File: config.mk
export PLATFORM = sky130hd
export DESIGN_NAME = gtia
export DESIGN_NICKNAME = d
export VERILOG_FILES = /design/src/gtiaPkg.sv /design/src/gtiaRegs.sv /design/src/pixelControl.sv /design/src/spriteMatch.sv /design/src/priorityMux.sv /design/src/collisionLatch.sv /design/src/gtia.sv
export VERILOG_INCLUDE_DIRS = /design/src /design/src/include
export SDC_FILE = /design/constraint.sdc
export NUM_CORES = 1
export LEC_CHECK = 0
export ABC_CLOCK_PERIOD_IN_PS = 8690
export CORE_ASPECT_RATIO = 0.75
export CORE_UTILIZATION = 35
export CTS_BUF_LIST = sky130_fd_sc_hd__clkbuf_4
export CTS_CLUSTER_SIZE = 16
export DETAILED_ROUTE_END_ITERATION = 10
export DONT_BUFFER_PORTS = 1
export GPL_ROUTABILITY_DRIVEN = 0
export GPL_TIMING_DRIVEN = 0
export RECOVER_POWER = 25
export SYNTH_ARGS = -nofsm -noshare
export SYNTH_HDL_FRONTEND = slang
export SYNTH_SLANG_ARGS = --single-unit
File: constraint.sdc
create_clock -name Fphi0 -period 8.69 [get_ports Fphi0]
set_input_delay 0.4345 -clock Fphi0 [delete_from_list [all_inputs] [get_ports Fphi0]]
set_output_delay 0.4345 -clock Fphi0 [all_outputs]
set_load 0.05 [all_outputs]
File: src/include/gtia_consts.svh
// Widths, register map and default raster size of the pixel generator
// Included by the package and by every module that needs these values
`ifndef GTIA_CONSTS_SVH
`define GTIA_CONSTS_SVH

`define GTIA_COLOR_W 8
`define GTIA_X_W 9
`define GTIA_Y_W 8
`define GTIA_ADR_W 5

// Player/missile horizontal position of the first visible pixel
`define GTIA_HPOS_OFFSET 8'h30

`define GTIA_LINE_WIDTH 320
`define GTIA_FRAME_LINES 192

`define GTIA_HPOSP0 5'h00
`define GTIA_HPOSM0 5'h04
`define GTIA_GRAFP0 5'h0D
`define GTIA_GRAFM 5'h11
`define GTIA_COLPM0 5'h12
`define GTIA_COLPF0 5'h16
`define GTIA_COLBK 5'h1A
`define GTIA_PRIOR 5'h1B
`define GTIA_HITCLR 5'h1E

`endif

File: src/gtiaPkg.sv
// Shared types of the pixel generator: pixel codes, priority rules
// and the structs passed between the datapath blocks
`include "gtia_consts.svh"

package gtiaPkg;

  typedef enum logic [3:0] {
    anNone       = 4'd0,
    anBackground = 4'd1,
    anVsync      = 4'd2,
    anHblank     = 4'd3,
    anLum1Col2   = 4'd4,
    anPf0        = 4'd5,
    anPf1        = 4'd6,
    anPf2        = 4'd7,
    anPf3        = 4'd8
  } anCode;

  // PRIOR bit 0
  typedef enum logic {
    prioMix          = 1'b0,
    prioPlayersFirst = 1'b1
  } priorityMode;

  typedef struct packed {
    logic [3:0][7:0]                     hposP;
    logic [3:0][7:0]                     hposM;
    logic [3:0][7:0]                     grafP;
    logic [7:0]                          grafM;
    logic [3:0][`GTIA_COLOR_W-1:0]       colPm;
    logic [3:0][`GTIA_COLOR_W-1:0]       colPf;
    logic [`GTIA_COLOR_W-1:0]            colBk;
    logic [7:0]                          prior;
  } colorRegs;

  typedef struct packed {
    logic                     valid;
    logic [`GTIA_COLOR_W-1:0] color;
    anCode                    kind;
    logic [`GTIA_X_W-1:0]     x;
    logic [`GTIA_Y_W-1:0]     y;
    logic                     lineEnd;
    logic                     frameEnd;
  } pixelBase;

  typedef struct packed {
    logic [3:0] player;
    logic [3:0] missile;
  } pmHits;

  // Index order matches the collision read map M0PF..P3PL
  typedef struct packed {
    logic [3:0][3:0] mPf;
    logic [3:0][3:0] pPf;
    logic [3:0][3:0] mPl;
    logic [3:0][3:0] pPl;
  } collisionState;

endpackage

File: src/gtiaRegs.sv
// Wishbone classic slave for the register file
// Writes load the colour/position/graphics registers, reads return collisions
`timescale 1ns/1ns
`include "gtia_consts.svh"

module gtiaRegs
  import gtiaPkg::*;
(
  input  logic                   Fphi0,
  input  logic                   rst,
  input  logic                   cyc,
  input  logic                   stb,
  input  logic                   we,
  input  logic [`GTIA_ADR_W-1:0] adr,
  input  logic [7:0]             datIn,
  input  collisionState          coll,
  output logic [7:0]             datOut,
  output logic                   ack,
  output colorRegs               regs,
  output logic                   hitClear
);

  localparam logic [`GTIA_ADR_W-1:0] grpSize = 4;

  logic                   req;
  logic [`GTIA_ADR_W-1:0] offHposP;
  logic [`GTIA_ADR_W-1:0] offHposM;
  logic [`GTIA_ADR_W-1:0] offGrafP;
  logic [`GTIA_ADR_W-1:0] offColPm;
  logic [`GTIA_ADR_W-1:0] offColPf;
  logic [3:0]             collField;

  // New cycle only while ack is low, so each strobe gets one ack
  assign req = cyc && stb && !ack;

  // Offsets into the four-register groups, out of range wraps high
  assign offHposP = adr - `GTIA_HPOSP0;
  assign offHposM = adr - `GTIA_HPOSM0;
  assign offGrafP = adr - `GTIA_GRAFP0;
  assign offColPm = adr - `GTIA_COLPM0;
  assign offColPf = adr - `GTIA_COLPF0;

  always_comb begin
    case (adr[3:2])
      2'd0:    collField = coll.mPf[adr[1:0]];
      2'd1:    collField = coll.pPf[adr[1:0]];
      2'd2:    collField = coll.mPl[adr[1:0]];
      default: collField = coll.pPl[adr[1:0]];
    endcase
  end

  always_ff @(posedge Fphi0 or posedge rst) begin
    if (rst) begin
      ack      <= 1'b0;
      hitClear <= 1'b0;
      datOut   <= '0;
      regs     <= '0;
    end else begin
      ack      <= req;
      hitClear <= req && we && (adr == `GTIA_HITCLR);
      if (req && !we) begin
        // Only 0x00-0x0F hold collision registers
        datOut <= adr[4] ? 8'h00 : {4'h0, collField};
      end
      if (req && we) begin
        if (offHposP < grpSize)
          regs.hposP[offHposP[1:0]] <= datIn;
        if (offHposM < grpSize)
          regs.hposM[offHposM[1:0]] <= datIn;
        if (offGrafP < grpSize)
          regs.grafP[offGrafP[1:0]] <= datIn;
        if (offColPm < grpSize)
          regs.colPm[offColPm[1:0]] <= datIn;
        if (offColPf < grpSize)
          regs.colPf[offColPf[1:0]] <= datIn;
        if (adr == `GTIA_GRAFM)
          regs.grafM <= datIn;
        if (adr == `GTIA_COLBK)
          regs.colBk <= datIn;
        if (adr == `GTIA_PRIOR)
          regs.prior <= datIn;
      end
    end
  end

endmodule

File: src/pixelControl.sv
// Turns incoming pixel codes into base colours and steps the raster
// position, one scan line per mode line
`timescale 1ns/1ns
`include "gtia_consts.svh"

module pixelControl
  import gtiaPkg::*;
#(
  parameter int lineWidth  = `GTIA_LINE_WIDTH,
  parameter int frameLines = `GTIA_FRAME_LINES
) (
  input  logic     Fphi0,
  input  logic     rst,
  input  anCode    an,
  input  colorRegs regs,
  output pixelBase pix
);

  localparam int xW = `GTIA_X_W;
  localparam int yW = `GTIA_Y_W;
  localparam logic [xW-1:0] xLast = xW'(lineWidth - 1);
  localparam logic [yW-1:0] yLast = yW'(frameLines - 1);

  logic                     normalMode;
  logic                     isColor;
  logic [`GTIA_COLOR_W-1:0] baseColor;
  logic [xW-1:0]            x;
  logic [yW-1:0]            y;
  logic                     lastX;
  logic                     lastY;

  // PRIOR bits 7:6 pick the mode, 00 is normal
  assign normalMode = regs.prior[7:6] == 2'b00;
  assign lastX      = x == xLast;
  assign lastY      = y == yLast;

  always_comb begin
    isColor   = 1'b1;
    baseColor = '0;
    case (an)
      anBackground: baseColor = regs.colBk;
      anLum1Col2:   baseColor = {regs.colPf[2][7:4], regs.colPf[1][3:0]};
      anPf0:        baseColor = regs.colPf[0];
      anPf1:        baseColor = regs.colPf[1];
      anPf2:        baseColor = regs.colPf[2];
      anPf3:        baseColor = regs.colPf[3];
      default:      isColor = 1'b0;
    endcase
  end

  always_ff @(posedge Fphi0 or posedge rst) begin
    if (rst) begin
      x   <= '0;
      y   <= '0;
      pix <= '0;
    end else begin
      pix.valid    <= normalMode && isColor;
      pix.lineEnd  <= normalMode && isColor && lastX;
      pix.frameEnd <= normalMode && isColor && lastX && lastY;
      if (normalMode) begin
        if (an == anVsync) begin
          x <= '0;
          y <= '0;
        end else if (an == anHblank) begin
          x <= '0;
          y <= lastY ? '0 : y + 1'b1;
        end else if (isColor) begin
          pix.color <= baseColor;
          pix.kind  <= an;
          pix.x     <= x;
          pix.y     <= y;
          x         <= lastX ? '0 : x + 1'b1;
          if (lastX)
            y <= lastY ? '0 : y + 1'b1;
        end
      end
    end
  end

endmodule

File: src/spriteMatch.sv
// Finds the players and missiles covering the current pixel
`timescale 1ns/1ns
`include "gtia_consts.svh"

module spriteMatch
  import gtiaPkg::*;
(
  input  colorRegs regs,
  input  pixelBase pix,
  output pmHits    hits
);

  logic [7:0]      hpos;
  logic [3:0][7:0] dPlayer;
  logic [3:0][7:0] dMissile;

  // Two raster pixels per colour clock
  assign hpos = pix.x[`GTIA_X_W-1:1] + `GTIA_HPOS_OFFSET;

  always_comb begin
    hits = '0;
    for (int i = 0; i < 4; i++) begin
      dPlayer[i]  = hpos - regs.hposP[i];
      dMissile[i] = hpos - regs.hposM[i];
      // No wrap past 0xFF, an object near the right edge is clipped
      if (pix.valid && hpos >= regs.hposP[i] && dPlayer[i] < 8'd8)
        hits.player[i] = regs.grafP[i][3'd7 - dPlayer[i][2:0]];
      // Missile n owns GRAFM bits 2n+1 (left) and 2n
      if (pix.valid && hpos >= regs.hposM[i] && dMissile[i] < 8'd2)
        hits.missile[i] = regs.grafM[2*i + 1 - dMissile[i][0]];
    end
  end

endmodule

File: src/priorityMux.sv
// Picks the shown colour from the base colour, sprite hits and PRIOR rule
`timescale 1ns/1ns
`include "gtia_consts.svh"

module priorityMux
  import gtiaPkg::*;
(
  input  colorRegs                 regs,
  input  pixelBase                 pix,
  input  pmHits                    hits,
  output logic [`GTIA_COLOR_W-1:0] pixelColor
);

  priorityMode mode;
  logic [3:0]  pairHit;
  logic        lowPf;
  logic        highPf;

  // Player over a playfield of its own group blends with it
  function automatic logic [`GTIA_COLOR_W-1:0] overlay(
    input logic [`GTIA_COLOR_W-1:0] pm,
    input logic                     player,
    input logic                     ownPf,
    input logic [`GTIA_COLOR_W-1:0] base
  );
    return (player && ownPf) ? (pm | base) : pm;
  endfunction

  assign mode    = priorityMode'(regs.prior[0]);
  assign pairHit = hits.player | hits.missile;
  assign lowPf   = pix.kind == anPf0 || pix.kind == anPf1;
  assign highPf  = pix.kind == anPf2 || pix.kind == anPf3;

  always_comb begin
    pixelColor = pix.color;
    if (mode == prioPlayersFirst) begin
      // Lowest pair wins, no blending in this rule
      for (int i = 3; i >= 0; i--) begin
        if (pairHit[i])
          pixelColor = regs.colPm[i];
      end
    end else if (pairHit[0]) begin
      pixelColor = overlay(regs.colPm[0], hits.player[0], lowPf, pix.color);
    end else if (pairHit[1]) begin
      pixelColor = overlay(regs.colPm[1], hits.player[1], lowPf, pix.color);
    end else if (!lowPf && pairHit[2]) begin
      pixelColor = overlay(regs.colPm[2], hits.player[2], highPf, pix.color);
    end else if (!lowPf && pairHit[3]) begin
      pixelColor = overlay(regs.colPm[3], hits.player[3], highPf, pix.color);
    end
  end

endmodule

File: src/collisionLatch.sv
// Sticky player/missile collision bits, cleared by a HITCLR write
`timescale 1ns/1ns

module collisionLatch
  import gtiaPkg::*;
(
  input  logic          Fphi0,
  input  logic          rst,
  input  pixelBase      pix,
  input  pmHits         hits,
  input  logic          hitClear,
  output collisionState coll
);

  logic [3:0] pfBits;

  // One-hot playfield of the pixel, zero for other kinds
  always_comb begin
    case (pix.kind)
      anPf0:   pfBits = 4'b0001;
      anPf1:   pfBits = 4'b0010;
      anPf2:   pfBits = 4'b0100;
      anPf3:   pfBits = 4'b1000;
      default: pfBits = 4'b0000;
    endcase
  end

  always_ff @(posedge Fphi0 or posedge rst) begin
    if (rst) begin
      coll <= '0;
    end else if (hitClear) begin
      coll <= '0;
    end else if (pix.valid) begin
      for (int i = 0; i < 4; i++) begin
        coll.mPf[i] <= coll.mPf[i] | (hits.missile[i] ? pfBits : 4'b0000);
        coll.pPf[i] <= coll.pPf[i] | (hits.player[i] ? pfBits : 4'b0000);
        coll.mPl[i] <= coll.mPl[i] | (hits.missile[i] ? hits.player : 4'b0000);
        // A player never collides with itself
        coll.pPl[i] <= coll.pPl[i] |
                       (hits.player[i] ? (hits.player & ~(4'b0001 << i)) : 4'b0000);
      end
    end
  end

endmodule

File: src/gtia.sv
// Top of the pixel generator: register port, raster control, sprites,
// priority and collisions
`timescale 1ns/1ns
`include "gtia_consts.svh"

module gtia
  import gtiaPkg::*;
#(
  parameter int lineWidth  = `GTIA_LINE_WIDTH,
  parameter int frameLines = `GTIA_FRAME_LINES
) (
  input  logic                     Fphi0,
  input  logic                     rst,
  input  logic                     cyc,
  input  logic                     stb,
  input  logic                     we,
  input  logic [`GTIA_ADR_W-1:0]   adr,
  input  logic [7:0]               datIn,
  output logic [7:0]               datOut,
  output logic                     ack,
  input  anCode                    an,
  output logic                     pixelValid,
  output logic [`GTIA_COLOR_W-1:0] pixelColor,
  output logic [`GTIA_X_W-1:0]     pixelX,
  output logic [`GTIA_Y_W-1:0]     pixelY,
  output logic                     hblank,
  output logic                     vblank
);

  colorRegs      regs;
  pixelBase      pix;
  pmHits         hits;
  collisionState coll;
  logic          hitClear;

  gtiaRegs iRegs (
    .Fphi0(Fphi0), .rst(rst), .cyc(cyc), .stb(stb), .we(we), .adr(adr),
    .datIn(datIn), .coll(coll), .datOut(datOut), .ack(ack), .regs(regs),
    .hitClear(hitClear)
  );

  pixelControl #(.lineWidth(lineWidth), .frameLines(frameLines)) iCtrl (
    .Fphi0(Fphi0), .rst(rst), .an(an), .regs(regs), .pix(pix)
  );

  spriteMatch iSprites (.regs(regs), .pix(pix), .hits(hits));

  priorityMux iPrio (.regs(regs), .pix(pix), .hits(hits), .pixelColor(pixelColor));

  collisionLatch iColl (
    .Fphi0(Fphi0), .rst(rst), .pix(pix), .hits(hits), .hitClear(hitClear), .coll(coll)
  );

  assign pixelValid = pix.valid;
  assign pixelX     = pix.x;
  assign pixelY     = pix.y;
  assign hblank     = pix.lineEnd;
  assign vblank     = pix.frameEnd;

endmodule

# After elaboration in Yosys (flattened, before gate mapping)
# Index checks and enable logic that the tools add are counted.
[totals]
mem_bits_rw = 0
mem_count = 0
inputBits = 22
rom_bits = 0
out_inout_bits = 37
reg_bits = 307
latchBits = 0
[classes]
n_lt_le_gt_ge = 39
n_div = 0
n_reduce_logical = 57
bitwise = 23
n_mul = 0
shifts = 0
n_eq_ne = 20
n_addsub = 23
n_mux = 92
[op_table]
columns = ["op", "n"]
rows = [
  ["$mux 8", 23],
  ["$bwmux 32", 5],
  ["$lt 32x4->1 const B", 4],
  ["$mux 64", 2],
  ["$demux 8 s2", 5],
  ["$mux 4", 20],
  ["$or 4x4->4", 17],
  ["$ge 8x8->1", 8],
  ["$sub 8x8->8", 8],
  ["$pmux 8 s6", 1],
  ["$mux 9", 4],
  ["$logic_and 1x1->1", 35],
  ["$bmux 4 s2", 4],
  ["$lt 8x2->1 const B", 4],
  ["$lt 8x4->1 const B", 4],
  ["$or 8x8->8", 4],
  ["$eq 4x3->1 const B", 7],
  ["$lt 5x3->1 const B", 5],
  ["$bmux 1 s3", 8],
  ["$eq 5x5->1 const B", 4],
  ["$reduce_and 2->1", 9],
  ["$mux 1", 17],
  ["$lt 3x4->1 const B", 4],
  ["$pmux 4 s4", 1],
  ["other kinds (30)", 51],
]

# Depth between registers and ports, before layout
# Gate-level depths: netlist of the first run.
[logic_depth]
word_depth = 13
ltp_mapped = 15
ltp_nobuf = 13

# Cells and area by module
# A second synthesis of the first run with hierarchy kept.
[hier_totals]
cells_unflattened = 1598
hier_area_um2 = 17083.9
[modules_own_cells]
columns = ["mod", "n_inst", "area_each_um2", "cells_each", "seq_area_each_um2"]
rows = [
  ["gtiaRegs", 1, 8039.0, 513, 4754.6],
  ["spriteMatch", 1, 3230.6, 430, 0.0],
  ["pixelControl", 1, 2492.4, 281, 1226.2],
  ["collisionLatch", 1, 2372.3, 216, 1501.4],
  ["priorityMux", 1, 949.7, 158, 0.0],
]

# Least setup slack after synthesis of the first run
# OpenSTA, ideal clock, no wires.
[synth_timing]
path_kind = "flip-flop to output port"
startpoint = "reg, netlist name iCtrl.pix[15]"
endpoint = "out pixelColor[0]"
setup_slack_ns = 4.334
stages_incl_launch_ff = 14
arrival_time_ns = 3.922
n_path_buf = 1
path_cell_list = "dfrtp_1 -> inv_1 -> ha_1 -> xnor2_1 -> ha_1 -> or4_1 -> a2111oi_0 -> o21ai_0 -> a2111oi_1 -> nor2_2 -> and3_1 -> clkbuf_1 -> a31oi_1 -> nand4_1"
[synth_between]
elab_chain_len = 12
word_cells_on_any_way = 69
[synth_lines]
columns = ["item", "line", "rtl"]
rows = [
  ["$add 8x6->8 (no source line) (*)", "n/a", ""],
  ["$sub 8x8->8 (tied with other cells)", "spriteMatch.sv:23", "dPlayer[i] = hpos - regs.hposP[i];"],
  ["$lt 8x4->1 (tied with other cells)", "spriteMatch.sv:26", "if (pix.valid && hpos >= regs.hposP[i] && dPlayer[i] < 8'd8)"],
  ["$logic_and 1x1->1, on equally long branches", "spriteMatch.sv:26, spriteMatch.sv:29", ""],
  ["$mux 1, on equally long branches", "spriteMatch.sv:26, spriteMatch.sv:29", ""],
  ["$logic_and 1x1->1 or $or 4x4->4 (tied branches)", "priorityMux.sv:26, priorityMux.sv:30", ""],
  ["$mux 8 or $logic_and 1x1->1 (tied branches)", "priorityMux.sv:26, priorityMux.sv:48", ""],
  ["$mux 8", "priorityMux.sv:48", "end else if (!lowPf && pairHit[3]) begin"],
  ["$mux 8", "priorityMux.sv:46", "end else if (!lowPf && pairHit[2]) begin"],
  ["$mux 8", "priorityMux.sv:44", "end else if (pairHit[1]) begin"],
  ["$mux 8", "priorityMux.sv:42", "end else if (pairHit[0]) begin"],
  ["$mux 8 (*)", "priorityMux.sv:36", "if (mode == prioPlayersFirst) begin"],
  ["end: declaration", "gtia.sv:23", "output logic [`GTIA_COLOR_W-1:0] pixelColor,"],
]
# Mark *: on every way between the ends. The rest lies on a longest branch, timed or not.

# Worst setup path after layout of the first run
[layout_timing]
startpoint = "reg, netlist name iCtrl.pix[15]"
endpoint = "out pixelColor[2]"
[layout_between]
elab_chain_len = 12
word_cells_on_any_way = 69
[layout_lines]
columns = ["item", "line"]
rows = [
  ["$add 8x6->8 (no source line) (*)", "n/a"],
  ["$sub 8x8->8 (tied with other cells)", "spriteMatch.sv:23"],
  ["$lt 8x4->1 (tied with other cells)", "spriteMatch.sv:26"],
  ["$logic_and 1x1->1, on equally long branches", "spriteMatch.sv:26, spriteMatch.sv:29"],
  ["$mux 1, on equally long branches", "spriteMatch.sv:26, spriteMatch.sv:29"],
  ["$logic_and 1x1->1 or $or 4x4->4 (tied branches)", "priorityMux.sv:26, priorityMux.sv:30"],
  ["$mux 8 or $logic_and 1x1->1 (tied branches)", "priorityMux.sv:26, priorityMux.sv:48"],
  ["$mux 8", "priorityMux.sv:48"],
  ["$mux 8", "priorityMux.sv:46"],
  ["$mux 8", "priorityMux.sv:44"],
  ["$mux 8", "priorityMux.sv:42"],
  ["$mux 8 (*)", "priorityMux.sv:36"],
]
# Marks and branches as above.

==> results.ini, run 1 <==
[sta]
final.min_clock_period_ns = 7.51
finalSetupTns_ns = 0
holdWs_ns = 0.0520
hold_violations = 0
final_max_slew_viol_count = 69
setup_viol = 0
max_freq_mhz = 133
slew_headroom = -1.14
rsz0062_at_grt = false
clock_skew_ns = 0.0457
period_share = 0.864
worst_slew_pin_slew_ns = 3.20

[setup_path]
path_buf_inv = 3
path_cells = inv_1 -> ha_1 -> xnor2_1 -> ha_1 -> or4b_1 -> a211oi_1 -> o21ai_0 -> a2111oi_0 -> nor2_1 -> clkbuf_1 -> buf_2 -> a31oi_1 -> nand4_1
reg2reg_from = iCtrl.pix[15]
critical_path.max_stage_delay_ns = 1.10
end_kind = output port
worstRegToRegCells = 11
crit_required_ns = 8.26
crit_family = simple AND/OR/NAND/NOR gates
critPathLaunchType = flop
cpMostUsedCell = ha_1
reg2reg_slack_ns = 3.21
path_depth = 13
arrival_ns = 7.07
critPathKind = flop to output port
critical-path-slowest-cell = xnor2_1
cp_max_fo = 10
reg2reg_to = iColl.coll[53]

[clock_tree]
post_cts_resized = 0
cts-root-buf = clkbuf_4
cts_setup_buffers = 0
cts.htree.levels = 3
clk_latency_ns = 0.80
cts_sinks = 294
postCtsHoldBufs = 14
cts_tree = yes
cts_made_buffers = 80
cts.clk_slew.worst_paths_ns = 0.07
clockBufferDepth = 3

[place]
placed_cells = 2186
place_area_um2 = 17300
io_buffers = 0
detailed_place_hpwl_um = 31700

[power]
ir_drop_mv = 0.119
power_w = 0.00381
cellLeakagePower_nw = 8.63
powerDensity_nw_per_um2 = 205

[outcome]
status = finished, violations left
violations = max-capacitance violations, max-slew violations

[drt]
drtAntennaViolNets = 0
drtIter0Drc = 1056
vias = 12800
viasPerCell = 5.43
drc = 0
avgRoutedWirePerCell_um = 19.3
drtPass1Iterations = 5
routed_wirelength_um = 45500

[global_routing]
antenna_found_initial = 5
grt_max_degree = 123
overflow = 0
grt_pass1_wl_um = 72600
grt_usage = 0.194
grt_pass1_vias = 12900

[flow_run]
cap_violations = 1

[die]
dieArea_um2 = 47900
rows = 68
boundaryPins = 59
start_util = 0.356
dieHeight_um = 190
core_um2 = 46200
die_w_um = 252

[finish]
area_growth_pct = 12.8
nets = 1757
final_cells = 2350
seq_area_um2 = 7360
multi_input_area_um2 = 8290
layout-drive-gt1-share = 0.229
fill_cells = 4480
final_area_um2 = 18500

[logic_synthesis]
synth_cells = 1550
synthArstFlopShare = 1.00
synth_top_area_cell = dfrtp_1
synth-warning-count = 0
synth_top_cell_area_share = 0.448
synth-edff-count = 0
avgSynthCellArea_um2 = 10.6
synthFlopType = dfrtp_1
synth.area.top_cells = dfrtp_1, mux2_2, ha_1
yosysUniqueCellTypes = 85
syn_area_um2 = 16400
ys_seq_area_frac = 0.448
ys_ff_latch = 294

[hold_path]
worstHoldStart = cyc
whs_path_depth = 3
min_to = iRegs.datOut[0]
hold_class = input port to flop

==> worst max path at each step <==
stage | startpoint | to | slack, ns
after detailed placement | iCtrl.pix[15] | pixelColor[2] | 2.12
final | iCtrl.pix[15] | pixelColor[2] | 1.18
after global routing | iCtrl.pix[15] | pixelColor[0] | 0.85
after floorplan | rst | iColl.coll[11] | 0.14
after global placement | rst | iRegs.regs[106] | -2.96
after CTS | iCtrl.pix[15] | pixelColor[2] | 1.27
==> logic make-up after synthesis <==
| family | share of synthesized area |
|---|---|
| XOR/XNOR | 0.0144 |
| flip-flops | 0.448 |
| AO/OA/AOI/OAI | 0.141 |
| other | 0.000228 |
| adder cells (fa/ha/maj) | 0.0668 |
| buffers and inverters | 0.0495 |
| AND/OR/NAND/NOR | 0.119 |
| multiplexers | 0.162 |
==> worst min-delay path: stages <==
cell and delay [ns]:
nand2_1 0.05, or3_1 0.18, a32o_1 0.14
==> state kept, by name, indices dropped and copies added, names as in the netlist <==
register and flops:
iRegs.datOut 4, iColl.coll 60, iCtrl.x 9, iCtrl.pix 32
iCtrl.y 8, iRegs.regs 179, iRegs.hitClear 1, iRegs.ack 1
==> power breakdown <==
part	internal (W)	switching, W
clock	0.000713	0.000595
sequential	0.00148	0.000123
combinational	0.000383	0.000512
total	0.00258	0.00123
==> layout by cell type (no fill, tap or decap), types with 11 or more instances in the layout <==
master and n:
dfrtp_1 294, mux2_2 182, nor2_1 132, clkbuf_4 125
a21oi_1 95, inv_1 94, nand2_1 92, o21ai_0 81
ha_1 75, clkbuf_1 50, nor2b_1 32, nand3_1 23
buf_4 21, mux4_2 20, nor3_1 19, o211ai_1 18
xnor2_1 16, mux2i_1 16, a31oi_1 16, and3_1 14
a211oi_1 14, dlygate4sd3_1 14, nand4_1 13, nand2b_1 12
a22oi_1 11, a2111oi_0 11, xor2_1 11
==> per-layer routing <==
metal / track usage / vias to the layer above / wire length, um
li1: - / 5872 / -
met1: 0.276 / 6371 / 21500
met2: 0.289 / 424 / 19700
met3: 0.0464 / 83 / 3150
met4: 0.0655 / 0 / 1030
met5: 0 / - / 0
==> layout make-up <==
class | instances | share of cell area
multi-input cells | 1077 | 0.447
flip-flops and latches | 294 | 0.397
clock buffers | 125 | 0.0506
well taps | 630 | 0.0425
plain buffers | 87 | 0.0246
inverters | 95 | 0.0193
repair buffers | 17 | 0.0111
clock inverters | 18 | 0.00749
diodes | 7 | 0.000944
==> cell usage after synthesis (14+ instances only) <==
master,n
dfrtp_1,294
mux2_2,182
nor2_1,132
a21oi_1,95
inv_1,95
nand2_1,92
o21ai_0,81
ha_1,75
clkbuf_1,50
nor2b_1,32
nand3_1,23
buf_4,21
mux4_2,20
nor3_1,19
o211ai_1,18
a31oi_1,16
mux2i_1,16
xnor2_1,16
a211oi_1,14
and3_1,14
==> through the flow <==
step | worst slack (ns) | utilization
5_1_grt | 0.848 | 0.401
3_5_place_dp | 2.12 | 0.375
4_1_cts | 1.27 | 0.401
6_report | 1.18 | 0.401
3_3_place_gp | -2.96 | 0.373
2_1_floorplan | 0.136 | -
(Power assumes the default switching activity.)
==> run 2: changes to the inputs <==
SYNTH_HIERARCHICAL = 1   (was not set)
==> results.ini, run 2 <==
[setup_path]
arrival_ns = 7.51  ; +0.44 ns
end_kind = output port
cp_max_fo = 9  ; -1
critPathLaunchType = flop
critical_path.max_stage_delay_ns = 1.13  ; +0.03 ns
critPathKind = flop to output port
critical-path-slowest-cell = a2111oi_2
crit_required_ns = 8.26  ; about the same
path_cells = inv_1 -> ha_1 -> xnor2_1 -> ha_1 -> a2111oi_4 -> a21oi_1 -> mux2_1 -> a2111oi_2 -> nor2_1 -> and2_1 -> buf_1 -> a31oi_1 -> o31ai_1 -> a31oi_1

[die]
core_um2 = 47500  ; +2.8%
rows = 69  ; +1.5%
die_w_um = 256  ; +1.4%
dieArea_um2 = 49200  ; +2.8%
boundaryPins = 59  ; unchanged
start_util = 0.356  ; about the same
dieHeight_um = 192  ; +1.4%

[power]
powerDensity_nw_per_um2 = 199  ; -2.8%
cellLeakagePower_nw = 8.43  ; -2.4%
ir_drop_mv = 0.0873  ; -27%

[global_routing]
grt_pass1_wl_um = 76600  ; +5.5%
antenna_found_initial = 2  ; -3
overflow = 0  ; unchanged
grt_usage = 0.201  ; +0.00638
grt_max_degree = 118  ; -4.1%
grt_pass1_vias = 13400  ; +3.3%

[sta]
final.min_clock_period_ns = 7.94  ; +0.437 ns
worst_slew_pin_slew_ns = 3.36  ; +0.160 ns
slew_headroom = -1.25  ; -0.107
setup_viol = 0  ; unchanged
period_share = 0.914  ; +0.0502
setup_ws_ns = 0.746  ; -0.437 ns
holdWs_ns = 0.0802  ; +0.0282 ns
clock_skew_ns = 0.0567  ; +0.0110 ns
max_freq_mhz = 126  ; -5.5%
finalSetupTns_ns = 0  ; unchanged
final_max_slew_viol_count = 151  ; +120%
rsz0062_at_grt = false
hold_violations = 0  ; unchanged

[clock_tree]
post_cts_resized = 0  ; unchanged
cts_setup_buffers = 0  ; unchanged
clockBufferDepth = 3  ; unchanged
postCtsHoldBufs = 20  ; +6
cts-root-buf = clkbuf_4
clk_latency_ns = 0.79  ; about the same
cts_made_buffers = 77  ; -3.8%
cts.htree.levels = 3  ; unchanged
cts_tree = yes
cts_sinks = 294  ; unchanged
cts.clk_slew.worst_paths_ns = 0.06  ; about the same

[place]
detailed_place_hpwl_um = 33200  ; +4.5%
placed_cells = 2239  ; +2.4%
io_buffers = 0  ; unchanged
pre_cts_slack_ns = 1.58  ; -0.544 ns

[hold_path]
hold_class = input port to flop

[drt]
routed_wirelength_um = 48300  ; +6.3%
avgRoutedWirePerCell_um = 20.3  ; +5.0%
drtIter0Drc = 1119  ; +6.0%
vias = 13200  ; +3.2%
drtPass1Iterations = 5  ; unchanged
drtAntennaViolNets = 0  ; unchanged
viasPerCell = 5.53  ; +1.9%
drc = 0  ; unchanged

[finish]
fill_cells = 4693  ; +4.8%
n_antenna_cell = 0  ; -7
layout_common_cells = dfrtp_1, mux2_2, nand2_1, inv_1, clkbuf_4
final_cells = 2379  ; +1.2%
layout-drive-gt1-share = 0.239  ; +0.0102
largest_reg_flops = 179  ; unchanged
top_regs = iRegs/regs x179, iColl/coll x60, iCtrl/pix x32
regMostFlops = iRegs/regs
final_common_cell = dfrtp_1
nets = 1805  ; +2.7%
area_growth_pct = 12.0

[logic_synthesis]
synth_cells = 1588  ; +2.5%
avgSynthCellArea_um2 = 10.6  ; +0.36%
syn_area_um2 = 16900  ; +2.8%
synth-warning-count = 6  ; +6

[outcome]
status = finished, violations left
violations = max-capacitance violations, max-slew violations

[flow_run]
cap_violations = 3  ; +2

[run 2: final cells by class]
cell class / instances / area, um^2 / area share
Inverter: 128 / 482 / 0.0255
Clock inverter: 11 / 97.6 / 0.00516
Clock buffer: 108 / 811 / 0.0428
Multi-Input combinational cell: 1090 / 8710 / 0.460
Sequential cell: 294 / 7360 / 0.389
Timing Repair Buffer: 27 / 263 / 0.0139
Tap cell: 639 / 800 / 0.0423
Buffer: 82 / 402 / 0.0212
[run 2: path summary, 6_finish.rpt]
kind | depth (start not counted) | endpoint | from | slack [ns]
min reg2reg | 2 | iColl/coll[31] | iColl/coll[31] | 0.49
min in group asynchronous | 2 | iCtrl/pix[24] | rst | 0.21
max reg2reg | 10 | iColl/coll[58] | iCtrl/pix[15] | 3.59
max in group asynchronous | 3 | iColl/coll[12] | rst | 5.72
max | 14 | pixelColor[4] | iCtrl/pix[15] | 0.75
min | 4 | iCtrl/y[4] | an[3] | 0.08
[run 2: worst max-delay path: cells and delay by family, from the launching register on]
family          cells  cell delay (ns)
simple gates        2             0.78
mux                 1             0.34
flops               1             0.73
compound gates      6             2.90
xor+xnor            1             0.50
buf+inv             2             0.71
fa+ha+maj           2             0.78
[run 2: layer usage]
layer  up-vias  track usage  part of all wire
met1      6594        0.289              0.47
met3        82       0.0511             0.079
met2       498        0.296              0.43
met4         0       0.0587             0.021
li1       5980            -                 -
met5         -            0                 0
[run 2: power breakdown]
part           total (W)  switching [W]  internal (W)  leakage (nW)
combinational   0.000926       0.000521      0.000405          3.85
clock            0.00120       0.000579      0.000623         0.554
sequential       0.00165       0.000175       0.00147          4.02
[run 2: metrics by stage]
step	area [um^2]	total power (W)	util
final	18900	0.00377	0.399
after detailed placement	17800	0.00258	0.376
after CTS	19000	0.00381	0.399
after floorplan	16900	0.00234	-
after global placement	17700	0.00254	0.373
after global routing	18900	0.00401	0.399
